===== src/cipher_cfg.svh =====
/*
 * Cipher machine configuration.
 * Fixed sizes of the letter datapath, the AXI4-Lite bus
 * and the register map offsets.
 */
`ifndef CIPHER_CFG_SVH
`define CIPHER_CFG_SVH

// Letters per string.
`define CIPHER_CHARS 5
// Bits per letter code.
`define CIPHER_LETTER_W 5
// Modulus of the alphabet, a = 0 to z = 25.
`define CIPHER_ALPHABET 26
// Whole string, letter 0 in the top bits.
`define CIPHER_STRING_W 25
// Enough to count five letters.
`define CIPHER_INDEX_W 3

// Bus widths.
`define AXI_ADDR_W 5
`define AXI_DATA_W 32

// Register map.
`define REG_CTRL 5'h00
`define REG_STATUS 5'h04
`define REG_TEXT 5'h08
`define REG_KEY 5'h0C
`define REG_RESULT 5'h10

`endif


===== src/cipher_pkg.sv =====
/*
 * Cipher machine types.
 * Method and sequencer state encodings, and the structs
 * carried between register block, sequencer and shifter.
 */
`include "cipher_cfg.svh"
`default_nettype none

package cipher_pkg;

	// Method field of CTRL; the last code is a second plain.
	typedef enum logic [1:0]
	{
		METHOD_PLAIN = 2'd0,
		METHOD_CAESAR = 2'd1,
		METHOD_VIGENERE = 2'd2,
		METHOD_PLAIN_ALT = 2'd3
	} cipher_method_e;

	// Sequencer states.
	typedef enum logic [1:0]
	{
		SEQ_IDLE = 2'd0,
		SEQ_ISSUE = 2'd1,
		SEQ_DRAIN = 2'd2
	} seq_state_e;

	// One letter code.
	typedef logic [`CIPHER_LETTER_W-1:0] letter_t;

	// Command from the register block.
	typedef struct packed
	{
		logic start;
		cipher_method_e method;
		logic encode;
		logic [`CIPHER_STRING_W-1:0] text;
		logic [`CIPHER_STRING_W-1:0] key;
	} cipher_cmd_t;

	// Status back to the register block.
	typedef struct packed
	{
		logic busy;
		logic done;
		logic [`CIPHER_STRING_W-1:0] result;
	} cipher_status_t;

	// One letter into the shifter.
	typedef struct packed
	{
		logic valid;
		logic [`CIPHER_INDEX_W-1:0] index;
		letter_t letter;
		letter_t shift;
		logic encode;
	} shift_req_t;

	// One processed letter out of the shifter.
	typedef struct packed
	{
		logic valid;
		logic [`CIPHER_INDEX_W-1:0] index;
		letter_t letter;
	} shift_rsp_t;

endpackage

`default_nettype wire


===== src/letter_shifter.sv =====
/*
 * Letter shifter.
 * Adds or subtracts a shift modulo 26 on one letter code,
 * registered so a new letter enters every cycle.
 */
`include "cipher_cfg.svh"
`default_nettype none

module letter_shifter
(
	input wire logic clock,
	input wire logic resetn,
	input wire cipher_pkg::shift_req_t req,
	output cipher_pkg::shift_rsp_t rsp
);

	import cipher_pkg::*;

	localparam logic [`CIPHER_LETTER_W:0] ALPHA = (`CIPHER_LETTER_W + 1)'(`CIPHER_ALPHABET);

	letter_t shift_mod;
	letter_t shifted;
	logic [`CIPHER_LETTER_W:0] sum;

	always_comb
	begin
		// Key letters above z fold back once.
		if ({1'b0, req.shift} >= ALPHA)
			shift_mod = req.shift - ALPHA[`CIPHER_LETTER_W-1:0];
		else
			shift_mod = req.shift;

		// Decode adds the complement, so both sides need one fold.
		if (req.encode)
			sum = {1'b0, req.letter} + {1'b0, shift_mod};
		else
			sum = {1'b0, req.letter} + ALPHA - {1'b0, shift_mod};
		if (sum >= ALPHA)
			sum = sum - ALPHA;

		// Codes 26 to 31 are not letters.
		if ({1'b0, req.letter} >= ALPHA)
			shifted = req.letter;
		else
			shifted = sum[`CIPHER_LETTER_W-1:0];
	end

	// Valid stage.
	always_ff @(posedge clock)
	begin
		if (!resetn)
			rsp.valid <= 1'b0;
		else
			rsp.valid <= req.valid;
	end

	// Payload stage.
	always_ff @(posedge clock)
	begin
		rsp.index <= req.index;
		rsp.letter <= shifted;
	end

endmodule

`default_nettype wire


===== src/cipher_sequencer.sv =====
/*
 * Cipher sequencer.
 * Latches a command, issues one letter per cycle to the
 * shifter with the shift for the chosen method, and gathers
 * the returned letters into the result string.
 */
`include "cipher_cfg.svh"
`default_nettype none

module cipher_sequencer
(
	input wire logic clock,
	input wire logic resetn,
	input wire cipher_pkg::cipher_cmd_t cmd,
	output cipher_pkg::cipher_status_t status,
	output cipher_pkg::shift_req_t req,
	input wire cipher_pkg::shift_rsp_t rsp
);

	import cipher_pkg::*;

	localparam logic [`CIPHER_INDEX_W-1:0] LAST_INDEX = `CIPHER_INDEX_W'(`CIPHER_CHARS - 1);

	seq_state_e state;
	logic start_accept;
	logic [`CIPHER_INDEX_W-1:0] issue_idx;
	logic [`CIPHER_INDEX_W-1:0] rsp_cnt;
	logic done_q;
	cipher_method_e method_q;
	logic encode_q;
	letter_t text_q [`CIPHER_CHARS];
	letter_t key_q [`CIPHER_CHARS];
	letter_t result_q [`CIPHER_CHARS];
	letter_t shift;

	// A start outside idle is dropped.
	assign start_accept = (state == SEQ_IDLE) && cmd.start;

	// Control state.
	always_ff @(posedge clock)
	begin
		if (!resetn)
		begin
			state <= SEQ_IDLE;
			issue_idx <= '0;
			rsp_cnt <= '0;
			done_q <= 1'b0;
		end
		else
		begin
			case (state)
				SEQ_IDLE:
				begin
					if (cmd.start)
					begin
						issue_idx <= '0;
						rsp_cnt <= '0;
						done_q <= 1'b0;
						state <= SEQ_ISSUE;
					end
				end
				// One letter leaves per cycle.
				SEQ_ISSUE:
				begin
					issue_idx <= issue_idx + 1'b1;
					if (issue_idx == LAST_INDEX)
						state <= SEQ_DRAIN;
				end
				// Wait for the tail of the pipeline.
				SEQ_DRAIN:
				begin
					if (rsp.valid && rsp_cnt == LAST_INDEX)
					begin
						done_q <= 1'b1;
						state <= SEQ_IDLE;
					end
				end
				default:
					state <= SEQ_IDLE;
			endcase

			// Responses can overlap with issue.
			if (rsp.valid)
				rsp_cnt <= rsp_cnt + 1'b1;
		end
	end

	// Command copy, held for the whole run.
	always_ff @(posedge clock)
	begin
		if (start_accept)
		begin
			method_q <= cmd.method;
			encode_q <= cmd.encode;
			for (int i = 0; i < `CIPHER_CHARS; i++)
			begin
				text_q[i] <= cmd.text[(`CIPHER_CHARS-1-i)*`CIPHER_LETTER_W +: `CIPHER_LETTER_W];
				key_q[i] <= cmd.key[(`CIPHER_CHARS-1-i)*`CIPHER_LETTER_W +: `CIPHER_LETTER_W];
			end
		end
	end

	// Result letters land by returned index.
	always_ff @(posedge clock)
	begin
		if (!resetn)
		begin
			for (int i = 0; i < `CIPHER_CHARS; i++)
				result_q[i] <= '0;
		end
		else if (rsp.valid)
			result_q[rsp.index] <= rsp.letter;
	end

	// Shift per method.
	// Caesar is Vigenere with key letter 0 everywhere.
	always_comb
	begin
		case (method_q)
			METHOD_CAESAR:
				shift = key_q[0];
			METHOD_VIGENERE:
				shift = key_q[issue_idx];
			default:
				shift = '0;
		endcase
	end

	// Letter request.
	always_comb
	begin
		req.valid = (state == SEQ_ISSUE);
		req.index = issue_idx;
		req.letter = text_q[issue_idx];
		req.shift = shift;
		req.encode = encode_q;
	end

	// Status, letter 0 in the top bits.
	always_comb
	begin
		status.busy = (state != SEQ_IDLE);
		status.done = done_q;
		for (int i = 0; i < `CIPHER_CHARS; i++)
			status.result[(`CIPHER_CHARS-1-i)*`CIPHER_LETTER_W +: `CIPHER_LETTER_W] = result_q[i];
	end

endmodule

`default_nettype wire


===== src/cipher_regs.sv =====
/*
 * Cipher register block.
 * AXI4-Lite slave holding text, key and control fields.
 * Generates the one-cycle start pulse and returns
 * status and result on reads.
 */
`include "cipher_cfg.svh"
`default_nettype none

module cipher_regs
(
	input wire logic clock,
	input wire logic resetn,

	// Write address and data.
	input wire logic [`AXI_ADDR_W-1:0] awaddr,
	input wire logic awvalid,
	output logic awready,
	input wire logic [`AXI_DATA_W-1:0] wdata,
	input wire logic [3:0] wstrb,
	input wire logic wvalid,
	output logic wready,

	// Write response.
	output logic [1:0] bresp,
	output logic bvalid,
	input wire logic bready,

	// Read address and data.
	input wire logic [`AXI_ADDR_W-1:0] araddr,
	input wire logic arvalid,
	output logic arready,
	output logic [`AXI_DATA_W-1:0] rdata,
	output logic [1:0] rresp,
	output logic rvalid,
	input wire logic rready,

	// Core side.
	output cipher_pkg::cipher_cmd_t cmd,
	input wire cipher_pkg::cipher_status_t status
);

	import cipher_pkg::*;

	localparam logic [1:0] RESP_OKAY = 2'b00;

	logic wr_ready_q;
	logic write_fire;
	logic read_fire;
	logic start_q;
	cipher_method_e method_q;
	logic encode_q;
	logic [`CIPHER_STRING_W-1:0] text_q;
	logic [`CIPHER_STRING_W-1:0] key_q;
	logic [`AXI_DATA_W-1:0] read_mux;

	// Address and data are taken together.
	assign awready = wr_ready_q;
	assign wready = wr_ready_q;
	assign write_fire = wr_ready_q && awvalid && wvalid;
	assign read_fire = arready && arvalid;

	// Every access succeeds.
	assign bresp = RESP_OKAY;
	assign rresp = RESP_OKAY;

	// Write channel.
	// Ready pulses once per accepted pair, never while a response waits.
	always_ff @(posedge clock)
	begin
		if (!resetn)
		begin
			wr_ready_q <= 1'b0;
			bvalid <= 1'b0;
		end
		else
		begin
			wr_ready_q <= awvalid && wvalid && !bvalid && !wr_ready_q;
			if (write_fire)
				bvalid <= 1'b1;
			else if (bready)
				bvalid <= 1'b0;
		end
	end

	// Register writes.
	// Only whole words are written, so wstrb plays no part in the decode.
	always_ff @(posedge clock)
	begin
		if (!resetn)
		begin
			start_q <= 1'b0;
			method_q <= METHOD_PLAIN;
			encode_q <= 1'b0;
			text_q <= '0;
			key_q <= '0;
		end
		else
		begin
			// Start lasts a single cycle.
			start_q <= 1'b0;
			if (write_fire)
			begin
				case (awaddr)
					`REG_CTRL:
					begin
						start_q <= wdata[0];
						method_q <= cipher_method_e'(wdata[2:1]);
						encode_q <= wdata[3];
					end
					`REG_TEXT:
						text_q <= wdata[`CIPHER_STRING_W-1:0];
					`REG_KEY:
						key_q <= wdata[`CIPHER_STRING_W-1:0];
					// Status, result and holes are read only.
					default:
						;
				endcase
			end
		end
	end

	// Command to the sequencer.
	always_comb
	begin
		cmd.start = start_q;
		cmd.method = method_q;
		cmd.encode = encode_q;
		cmd.text = text_q;
		cmd.key = key_q;
	end

	// Read channel handshake.
	always_ff @(posedge clock)
	begin
		if (!resetn)
		begin
			arready <= 1'b0;
			rvalid <= 1'b0;
		end
		else
		begin
			arready <= arvalid && !rvalid && !arready;
			if (read_fire)
				rvalid <= 1'b1;
			else if (rready)
				rvalid <= 1'b0;
		end
	end

	// Read data select.
	// Start is never stored, so it reads as zero.
	always_comb
	begin
		read_mux = '0;
		case (araddr)
			`REG_CTRL:
				read_mux[3:0] = {encode_q, method_q, 1'b0};
			`REG_STATUS:
				read_mux[1:0] = {status.done, status.busy};
			`REG_TEXT:
				read_mux[`CIPHER_STRING_W-1:0] = text_q;
			`REG_KEY:
				read_mux[`CIPHER_STRING_W-1:0] = key_q;
			`REG_RESULT:
				read_mux[`CIPHER_STRING_W-1:0] = status.result;
			default:
				read_mux = '0;
		endcase
	end

	// Read data held until rready.
	always_ff @(posedge clock)
	begin
		if (read_fire)
			rdata <= read_mux;
	end

endmodule

`default_nettype wire


===== src/cipher_machine.sv =====
/*
 * Cipher machine top level.
 * AXI4-Lite register block driving one sequencer and one
 * pipelined letter shifter.
 */
`include "cipher_cfg.svh"
`default_nettype none

module cipher_machine
(
	input wire logic clock,
	input wire logic resetn,
	input wire logic [`AXI_ADDR_W-1:0] awaddr,
	input wire logic awvalid,
	output logic awready,
	input wire logic [`AXI_DATA_W-1:0] wdata,
	input wire logic [3:0] wstrb,
	input wire logic wvalid,
	output logic wready,
	output logic [1:0] bresp,
	output logic bvalid,
	input wire logic bready,
	input wire logic [`AXI_ADDR_W-1:0] araddr,
	input wire logic arvalid,
	output logic arready,
	output logic [`AXI_DATA_W-1:0] rdata,
	output logic [1:0] rresp,
	output logic rvalid,
	input wire logic rready
);

	import cipher_pkg::*;

	// Register block to sequencer.
	cipher_cmd_t cmd;
	cipher_status_t status;
	// Sequencer to shifter and back.
	shift_req_t req;
	shift_rsp_t rsp;

	cipher_regs u_regs
	(
		.clock(clock),
		.resetn(resetn),
		.awaddr(awaddr),
		.awvalid(awvalid),
		.awready(awready),
		.wdata(wdata),
		.wstrb(wstrb),
		.wvalid(wvalid),
		.wready(wready),
		.bresp(bresp),
		.bvalid(bvalid),
		.bready(bready),
		.araddr(araddr),
		.arvalid(arvalid),
		.arready(arready),
		.rdata(rdata),
		.rresp(rresp),
		.rvalid(rvalid),
		.rready(rready),
		.cmd(cmd),
		.status(status)
	);

	cipher_sequencer u_sequencer
	(
		.clock(clock),
		.resetn(resetn),
		.cmd(cmd),
		.status(status),
		.req(req),
		.rsp(rsp)
	);

	letter_shifter u_shifter
	(
		.clock(clock),
		.resetn(resetn),
		.req(req),
		.rsp(rsp)
	);

endmodule

`default_nettype wire


===== config.mk =====
export PLATFORM = sky130hd
export DESIGN_NAME = cipher_machine
export DESIGN_NICKNAME = d
export VERILOG_FILES = /design/src/cipher_pkg.sv /design/src/letter_shifter.sv /design/src/cipher_sequencer.sv /design/src/cipher_regs.sv /design/src/cipher_machine.sv
export VERILOG_INCLUDE_DIRS = /design/src /design/src/src
export SDC_FILE = /design/constraint.sdc
export NUM_CORES = 1
export LEC_CHECK = 0
export ABC_AREA = 1
export BUFFER_PORTS_ARGS = -buffer_cell sky130_fd_sc_hd__clkbuf_2
export CAP_MARGIN = 0
export CORE_ASPECT_RATIO = 0.7
export CORE_MARGIN = 2
export CORE_UTILIZATION = 58
export CTS_CLUSTER_SIZE = 28
export DETAILED_ROUTE_END_ITERATION = 16
export GPL_TIMING_DRIVEN = 0
export PLACE_DENSITY = 0.9
export SYNTH_ARGS = -nofsm -noshare
export SYNTH_HDL_FRONTEND = slang
export SYNTH_SLANG_ARGS = --single-unit

===== constraint.sdc =====
create_clock -name clock -period 5 [get_ports clock]
set_clock_uncertainty 0.2 [all_clocks]
set_input_delay 0.25 -clock clock [delete_from_list [all_inputs] [get_ports clock]]
set_output_delay 0.25 -clock clock [all_outputs]
set_load 0.01 [all_outputs]

# After elaboration in Yosys (flattened, before gate mapping)
# Memories as Yosys holds them, arrays and structs flattened. A register that Yosys moved wholly into a read port is not among the register bits.
# Cells that the tools add are included.
[op_classes]
addsub = 7
order_cmp = 3
eq_ne = 15
muxes = 36
n_reduce_logical = 33
[op_table]
columns = ["cell", "n"]
rows = [
  ["$pmux W21 S3", 1],
  ["$mux W3", 8],
  ["$eq A5 B4 Y1 const B", 4],
  ["$mux W5", 4],
  ["$reduce_bool A2 Y1", 7],
  ["$mux W1", 13],
  ["$ge A5 B5 Y1 const B", 2],
  ["$logic_and A1 B1 Y1", 10],
  ["$logic_not A5 Y1", 2],
  ["$pmux W2 S5", 1],
  ["$pmux W5 S2", 1],
  ["$reduce_and A2 Y1", 5],
  ["$sub A5 B5 Y5 const B", 2],
  ["$reduce_and A3 Y1", 3],
  ["$pmux W2 S4", 1],
  ["$add A3 B1 Y3 const B", 2],
  ["$add A5 B5 Y6", 1],
  ["$add A5 B5 Y6 const B", 1],
  ["$eq A3 B3 Y1 const B", 2],
  ["$ge A6 B5 Y1 const B", 1],
  ["$mux W2", 3],
  ["$mux W6", 1],
  ["$pmux W2 S3", 1],
  ["$pmux W3 S2", 1],
  ["11 further kinds", 17],
]
[word_totals]
register_bits = 104
ramBits = 75
input_bits = 53
output_inout_bits = 41
elab_cells = 116
memories = 3
[memory_table]
columns = ["name", "words", "word_bits", "rd", "rd_clocked_by_memory_dff", "wr", "line_no", "rtl"]
rows = [
  ["u_sequencer.key_q", 5, 5, 2, 1, 5, "cipher_sequencer.sv:32", "letter_t key_q [`CIPHER_CHARS];"],
  ["u_sequencer.result_q", 5, 5, 5, 0, 5, "cipher_sequencer.sv:33", "letter_t result_q [`CIPHER_CHARS];"],
  ["u_sequencer.text_q", 5, 5, 1, 1, 5, "cipher_sequencer.sv:31", "letter_t text_q [`CIPHER_CHARS];"],
]

# Logic depth before layout (Yosys ltp)
# Gate-level depths: netlist of run 1.
[logic_depth]
ltp_word = 9
depth_mapped = 28
mapped_depth_nobuf = 28

# By module
# A second synthesis of run 1 with hierarchy kept.
[hier_totals]
cells_unflattened = 999
area_unflattened_um2 = 8582.0
[by_module_without_submodules]
columns = ["mod", "instances", "cells_each", "area_each_um2", "seq_area_each_um2"]
rows = [
  ["cipher_regs", 1, 545, 3961.3, 1911.8],
  ["cipher_sequencer", 1, 307, 3574.7, 2582.5],
  ["letter_shifter", 1, 147, 1046.0, 180.2],
]

# Least setup slack after synthesis of run 1
# Ideal clock, no wire load.
[synth_timing]
kind = "reg-to-reg"
from = "register u_sequencer.state[0]"
to = "register (tool-made name)"
setup_time_ps = 88
arrival_ps = 3356
t_required_ps = 4712
slack_ps = 1356
path_stages_with_launch = 8
n_path_buf = 0
period_less_slack_ps = 3644
cell_sequence = "dfxtp_1 -> nor2_1 -> inv_1 -> nor2_1 -> nor2_1 -> inv_1 -> a21oi_1 -> nor3_1"
[synth_lines]
columns = ["element", "line_no", "rtl"]
rows = [
  ["from (decl)", "cipher_sequencer.sv:24", "seq_state_e state;"],
  ["from (signal assigned)", "cipher_sequencer.sv:44", "state <= SEQ_IDLE;"],
  ["from (signal assigned)", "cipher_sequencer.sv:59", "state <= SEQ_ISSUE;"],
  ["from (signal assigned)", "cipher_sequencer.sv:67", "state <= SEQ_DRAIN;"],
]

==> results.cfg, run 1 <==
[power_and_ir_drop]
ir_drop_uv = 285
finalPower_mw = 3.14
power_leakage_nw = 4.01
power_density_nw_per_um2 = 329

[finish]
fin_util_pct = 72.0
area_delta_synth_final_pct = 20.1
fin_nets = 1087
finalNonFillerCells = 1209
final_common_cell = nor2_1
drive_above_1_share_pct = 15.3
final_cell_mix = nor2_1 (191), nand2_1 (167), edfxtp_1 (103)

[timing]
holdWs_ns = 0.0208
setup_viol = 0
tightest_slew_ns = 1.20
maxSlewViolCount = 0
max_clock_freq_ghz = 0.234
relSlewSlack_pct = 19.7
fin_tns_setup_ns = 0
period_needed_ns = 4.28
grt_setup_unrepaired = no
final.period_utilization_pct = 85.6
final_hold_viol_count = 0

[worst_setup_path]
critPathRequiredTime_ns = 5.18
crit_chain = buf_2 > nand3_1 > nand3_1 > nand2_2 > a21oi_4 > inv_1 > ha_1 > nand2_2 > nand2_2 > nand2_1 > nand2_1 > ha_1 > inv_1 > ha_1 > fa_1 > nand3_1 > a21oi_1 > o22ai_1 > nand2_1 > nand2_1 > nand3_1 > nand2_1
critPathMaxStageDelay_ns = 0.53
r2r_end = u_shifter.rsp[2]$_DFF_P_
worst-path-max-fanout = 10
worstSetupPathType = flop to flop
cpMaxStageDelayCell = dfxtp_1
arrival_ns = 4.45
ff2ff_path_depth = 22
crit_top_cell = nand2_1
startpoint_type = flop
r2r_slack_ns = 0.72
endpoint_kind = flop

[floorplanning]
die_x_um = 144
rows = 35
die_area_um2 = 14700
ioPinCount = 94
die_height_um = 102
core_um2 = 13300
start_util_pct = 60.0

[yosys]
async_flop_share_pct = 0
netlist_area_um2 = 7960
synth.top_cell.area_share_pct = 38.9
synth-simple-area-share_pct = 23.1
ys_types = 43
ys_seq_area_share_pct = 58.8
yosys_register_bits = 182
synth-xor-area-share_pct = 0.220
synth_compound_area_share_pct = 7.67
synth.avg_cell_area_um2 = 9.07
synth-edff-count = 103
yosys-top-cells-area = edfxtp_1 (39%), dfxtp_1 (20%), nor2_1 (9.1%)
synthMuxAreaShare_pct = 0
synth_top_area_cell = edfxtp_1
synthCells = 877
synth_fa_ha_area_share_pct = 3.96
synth_top_family_by_area = simple AND/OR/NAND/NOR gates
synth_flop_cell = edfxtp_1
yosys_warnings = 0

[clock_tree]
clock-sinks = 182
cts_tree = yes
cts_root_buf = clkbuf_16
clkTransAtPathRegs_ns = 0.07
cts.repair.resized = 0
clockBufferDepth = 2
htreeDepth = 4
cts_buffers = 17
clk_latency_ns = 0.44

[detailed_routing]
wl_um = 23000
via_per_inst = 5.81
first_pass_iters = 6
ant_nets = 0
drt_iter0_drc = 962
drc = 0
wl_per_cell_um = 19.0
via_count = 7025

[placed_design]
dp_hpwl_um = 14800
place_inst = 1144
gp_congestion = 0.895
port_buffers = 71

[global_route]
grt_first_pass_wirelength_um = 34900
antenna_found_initial = 0
grt_remaining_overflow = 0
grt_pass1_vias = 6639
grt_max_degree = 34
grt_usage_pct = 32.4

[job]
drv_cap = 0

[worst_hold_path]
hold_path_class = input pin to flop
hold_depth = 2
hold-path-endpoint = u_regs.rdata[1]$_DFFE_PP_
min_from = araddr[4]

[status]
status = finished, final reports clean
==> metrics by stage <==
stage | cell area [µm²] | setup slack (ns)
after floorplan | 7990 | 1.36
after global placement | 8580 | 0.126
after detailed placement | 8610 | 0.861
after CTS | 9560 | 0.809
after global routing | 9560 | 0.525
final | 9560 | 0.722
==> state kept, by name, summed over array words and instances, names as in the netlist, named ones only <==
register and count:
u_sequencer.result_q 25, u_regs.method_q 2, u_sequencer.key_q 25, u_regs.text_q 25, u_regs.start_q 1, u_sequencer.state 2, u_regs.awready 1, u_sequencer.issue_idx 3
u_regs.encode_q 1, u_sequencer.done_q 1, u_regs.bvalid 1, u_regs.rvalid 1, u_regs.key_q 25, u_regs.arready 1, u_sequencer.encode_q 1, u_sequencer.rsp_cnt 3
u_sequencer.text_q 25, u_shifter.rsp 9, u_regs.rdata 25, u_sequencer.method_q 2
==> logic make-up (layout without fill, tap and decap cells) <==
kind of cell,after synthesis,count (layout)
AOI/OAI and AO/OA,108,108
xor gates and xnor gates,2,2
adders and majority gates,24,24
buffers and inverters,113,249
DFF,182,182
other,1,12
and+or+nand+nor,447,447
==> worst max path at each step <==
stage | slack [ns] | end | startpoint | depth (start not counted)
after global routing | 0.52 | u_shifter.rsp[2]$_DFF_P_ | flop | 22
after detailed placement | 0.86 | u_shifter.rsp[2]$_DFF_P_ | flop | 22
final | 0.72 | u_shifter.rsp[2]$_DFF_P_ | flop | 22
after CTS | 0.81 | u_shifter.rsp[2]$_DFF_P_ | flop | 22
after floorplan | 1.36 | flop | u_sequencer.state[0]$_SDFFE_PN0P_ | 7
after global placement | 0.13 | flop | u_sequencer.state[0]$_SDFFE_PN0P_ | 7
==> power by group <==
group	internal [mW]	total [mW]	switching, mW
clock network	0.818	1.44	0.624
logic	0.0476	0.115	0.0671
registers	1.58	1.59	0.00572
==> worst max-delay path, delay by kind of cell, from the launching register on <==
kind | cells | cell delay [ns]
adders and majority gates | 4 | 1.16
AOI/OAI and AO/OA | 3 | 0.61
DFF | 1 | 0.53
buffers and inverters | 3 | 0.43
and+or+nand+nor | 12 | 1.26
==> synth_stat cells, types with 4 or more instances <==
| master | n |
|---|---|
| nor3_1 | 5 |
| clkbuf_1 | 16 |
| nor2_1 | 192 |
| nand3_1 | 57 |
| a21oi_1 | 13 |
| edfxtp_1 | 103 |
| ha_1 | 22 |
| nand4_1 | 4 |
| or2_2 | 4 |
| inv_2 | 5 |
| buf_2 | 5 |
| o21ai_2 | 4 |
| o21ai_0 | 65 |
| buf_4 | 14 |
| nand2_1 | 167 |
| inv_1 | 66 |
| o21ai_1 | 13 |
| dfxtp_1 | 79 |
| nand2_2 | 8 |
==> cell type report <==
class                           instances  area (µm²)
Sequential cell                       182        4670
Fill cell                             822        3710
Multi-Input combinational cell        592        2830
Timing Repair Buffer                  104         696
Clock buffer                           18         439
Inverter                               75         284
Tap cell                              185         231
Buffer                                 38         216
Clock inverter                         14         188
Antenna cell                            1        2.50
==> routing by layer <==
layer	vias to the layer above	wire, µm	GRT usage [%]
met4	0	1220	15.6
li1	3125	-	-
met5	-	0	0
met1	3180	8510	40.7
met3	147	3040	12.0
met2	573	10200	50.4
==> what timing repair did <==
item | in CTS | in global routing
endpoints found under the hold margin | 59 | 0
setup buffers | 0 | 0
hold buffers | 32 | 0
Power figures use the tool's default switching activity.
==> run 2, diff against run 1 <==
--- a/config.mk
+++ b/config.mk
@@ -14,3 +14,2 @@
 export CORE_UTILIZATION = 58
-export CTS_CLUSTER_SIZE = 28
 export DETAILED_ROUTE_END_ITERATION = 16
==> constraint.sdc (replaced) <==
create_clock -name clock -period 5 [get_ports clock]
set_clock_uncertainty 0.2 [all_clocks]
set_input_delay 0.5 -clock clock [delete_from_list [all_inputs] [get_ports clock]]
set_output_delay 0.5 -clock clock [all_outputs]
set_load 0.01 [all_outputs]
==> results.cfg, run 2 (same netlist as run 1, synthesis figures left out) <==
[status]
status = finished, final reports clean

[power_and_ir_drop]
pwr-share-seq_pct = 50.9
combPwrFrac_pct = 2.9
ir_drop_uv = 285
p_sw_mw = 0.686
clkPwrFrac_pct = 46.1
p_int_mw = 2.43
swShare_pct = 22.0
power_leakage_nw = 3.87
power_density_nw_per_um2 = 338

[timing]
period_needed_ns = 4.28
maxSlewViolCount = 0
grt_setup_unrepaired = no
fin_tns_setup_ns = 0
final.period_utilization_pct = 85.6
setup_viol = 0
relSlewSlack_pct = 18.0
max_clock_freq_ghz = 0.234
final_hold_viol_count = 0
tightest_slew_ns = 1.23

[global_route]
met3_usage_pct = 10.5
grt_remaining_overflow = 0
grt_util_met2_pct = 48.0
grt_max_degree = 34
antenna_found_initial = 0
grt_pass1_vias = 6258
grtUsageMet1_pct = 40.1
grt.busiest_layer = met2
grt_first_pass_wirelength_um = 32800
grt_usage_pct = 30.4

[clock_tree]
clkTransAtPathRegs_ns = 0.07
htreeDepth = 4
clockBufferDepth = 2
cts_tree = yes
cts_buffers = 17
clk_latency_ns = 0.44
cts.repair.resized = 0
cts_root_buf = clkbuf_16
hold_buffers = 0
clock-sinks = 182
cts_setup_buffers = 0

[worst_setup_path]
crit_chain = buf_2 > nand3_1 > nand3_1 > nand2_2 > a21oi_4 > inv_1 > ha_1 > nand2_2 > nand2_2 > nand2_1 > nand2_1 > ha_1 > inv_1 > ha_1 > fa_1 > nand3_1 > a21oi_1 > o22ai_1 > nand2_1 > nand2_1 > nand3_1 > nand2_1
startpoint_type = flop
cpMaxStageDelayCell = dfxtp_1
arrival_ns = 4.46
worstSetupPathType = flop to flop
crit_top_cell = nand2_1
critPathRequiredTime_ns = 5.18
endpoint_kind = flop
critPathMaxStageDelay_ns = 0.53
worst-path-max-fanout = 10

[detailed_routing]
wl_um = 21300
ant_nets = 0
via_count = 6685
first_pass_iters = 6
drt_iter0_drc = 889
drc = 0
via_per_inst = 5.68
wl_per_cell_um = 18.1

[placed_design]
port_buffers = 71
dp_hpwl_um = 14800
placed_cell_area_um2 = 8610
gp_congestion = 0.895
place_inst = 1144

[floorplanning]
die_height_um = 102
rows = 35
die_x_um = 144
start_util_pct = 60.0
ioPinCount = 94
die_area_um2 = 14700
core_um2 = 13300

[finish]
fin_nets = 1055
final_common_cell = nor2_1
finalNonFillerCells = 1176
fin_area_um2 = 9240
diodes = 0
area_delta_synth_final_pct = 16.1
final_cell_mix = nor2_1 (191), nand2_1 (167), edfxtp_1 (103)
fillers = 902
drive_above_1_share_pct = 15.8
fin_util_pct = 69.6

[job]
drv_cap = 0

[worst_hold_path]
hold_path_class = input pin to flop
run 2: cell count changes in the layout (fill, tap and decap cells not counted), sizes merged:
cell / before / now
dlygate4sd3: 32 / 0
diode: 1 / 0
run 2: cell type report:
class                   instances  area, µm²  area share, %
clock buffers                  18        439           4.76
well taps                     185        231           2.51
clock inverters                14        188           2.03
repair buffers                 72        375           4.06
multi-input cells             592       2830           30.6
plain buffers                  38        216           2.34
inverters                      75        284           3.08
flip-flops and latches        182       4670           50.6
run 2: power groups by stage:
stage               clock (mW)  combinational, mW  sequential, mW
floorplan                    0             0.0430            1.62
global placement             0             0.0841            1.62
detailed placement           0             0.0872            1.62
CTS                       1.43             0.0888            1.59
global route              1.50             0.0997            1.59
finish                    1.44             0.0918            1.59
run 2: path summary, 6_finish.rpt:
| path | from | end | slack (ns) | cells after the start |
|---|---|---|---|---|
| worst min register to register | u_sequencer.issue_idx[2]$_SDFFE_PN0P_ | u_shifter.rsp[7]$_DFF_P_ | 0.19 | 0 |
| worst max register to register | flop | u_shifter.rsp[2]$_DFF_P_ | 0.72 | 22 |
| worst min-delay path | awvalid | u_regs.awready$_SDFF_PN0_ | 0.08 | 3 |
| worst max-delay path | flop | u_shifter.rsp[2]$_DFF_P_ | 0.72 | 22 |
run 2: routing by layer:
metal,routed length [µm],part of all wire [%],vias to the layer above
met2,9750,46,489
li1,-,-,3068
met5,0,0,-
met1,8180,38,3061
met3,2730,13,67
met4,597,2.8,0
run 2: critical path: cells and delay by family (launching register included):
kind	cells	cell delay, ns
and+or+nand+nor	12	1.28
adders and majority gates	4	1.16
AOI/OAI and AO/OA	3	0.63
DFF	1	0.53
buffers and inverters	3	0.43
run 2: metrics by stage:
| stage | power [mW] | hold WS (ns) | worst slack (ns) |
|---|---|---|---|
| after floorplan | 1.67 | 0.160 | 1.36 |
| after global placement | 1.71 | 0.174 | 0.126 |
| after detailed placement | 1.71 | 0.171 | 0.861 |
| after CTS | 3.11 | 0.0747 | 0.809 |
| after global routing | 3.19 | 0.0911 | 0.505 |
| final | 3.12 | 0.0770 | 0.718 |
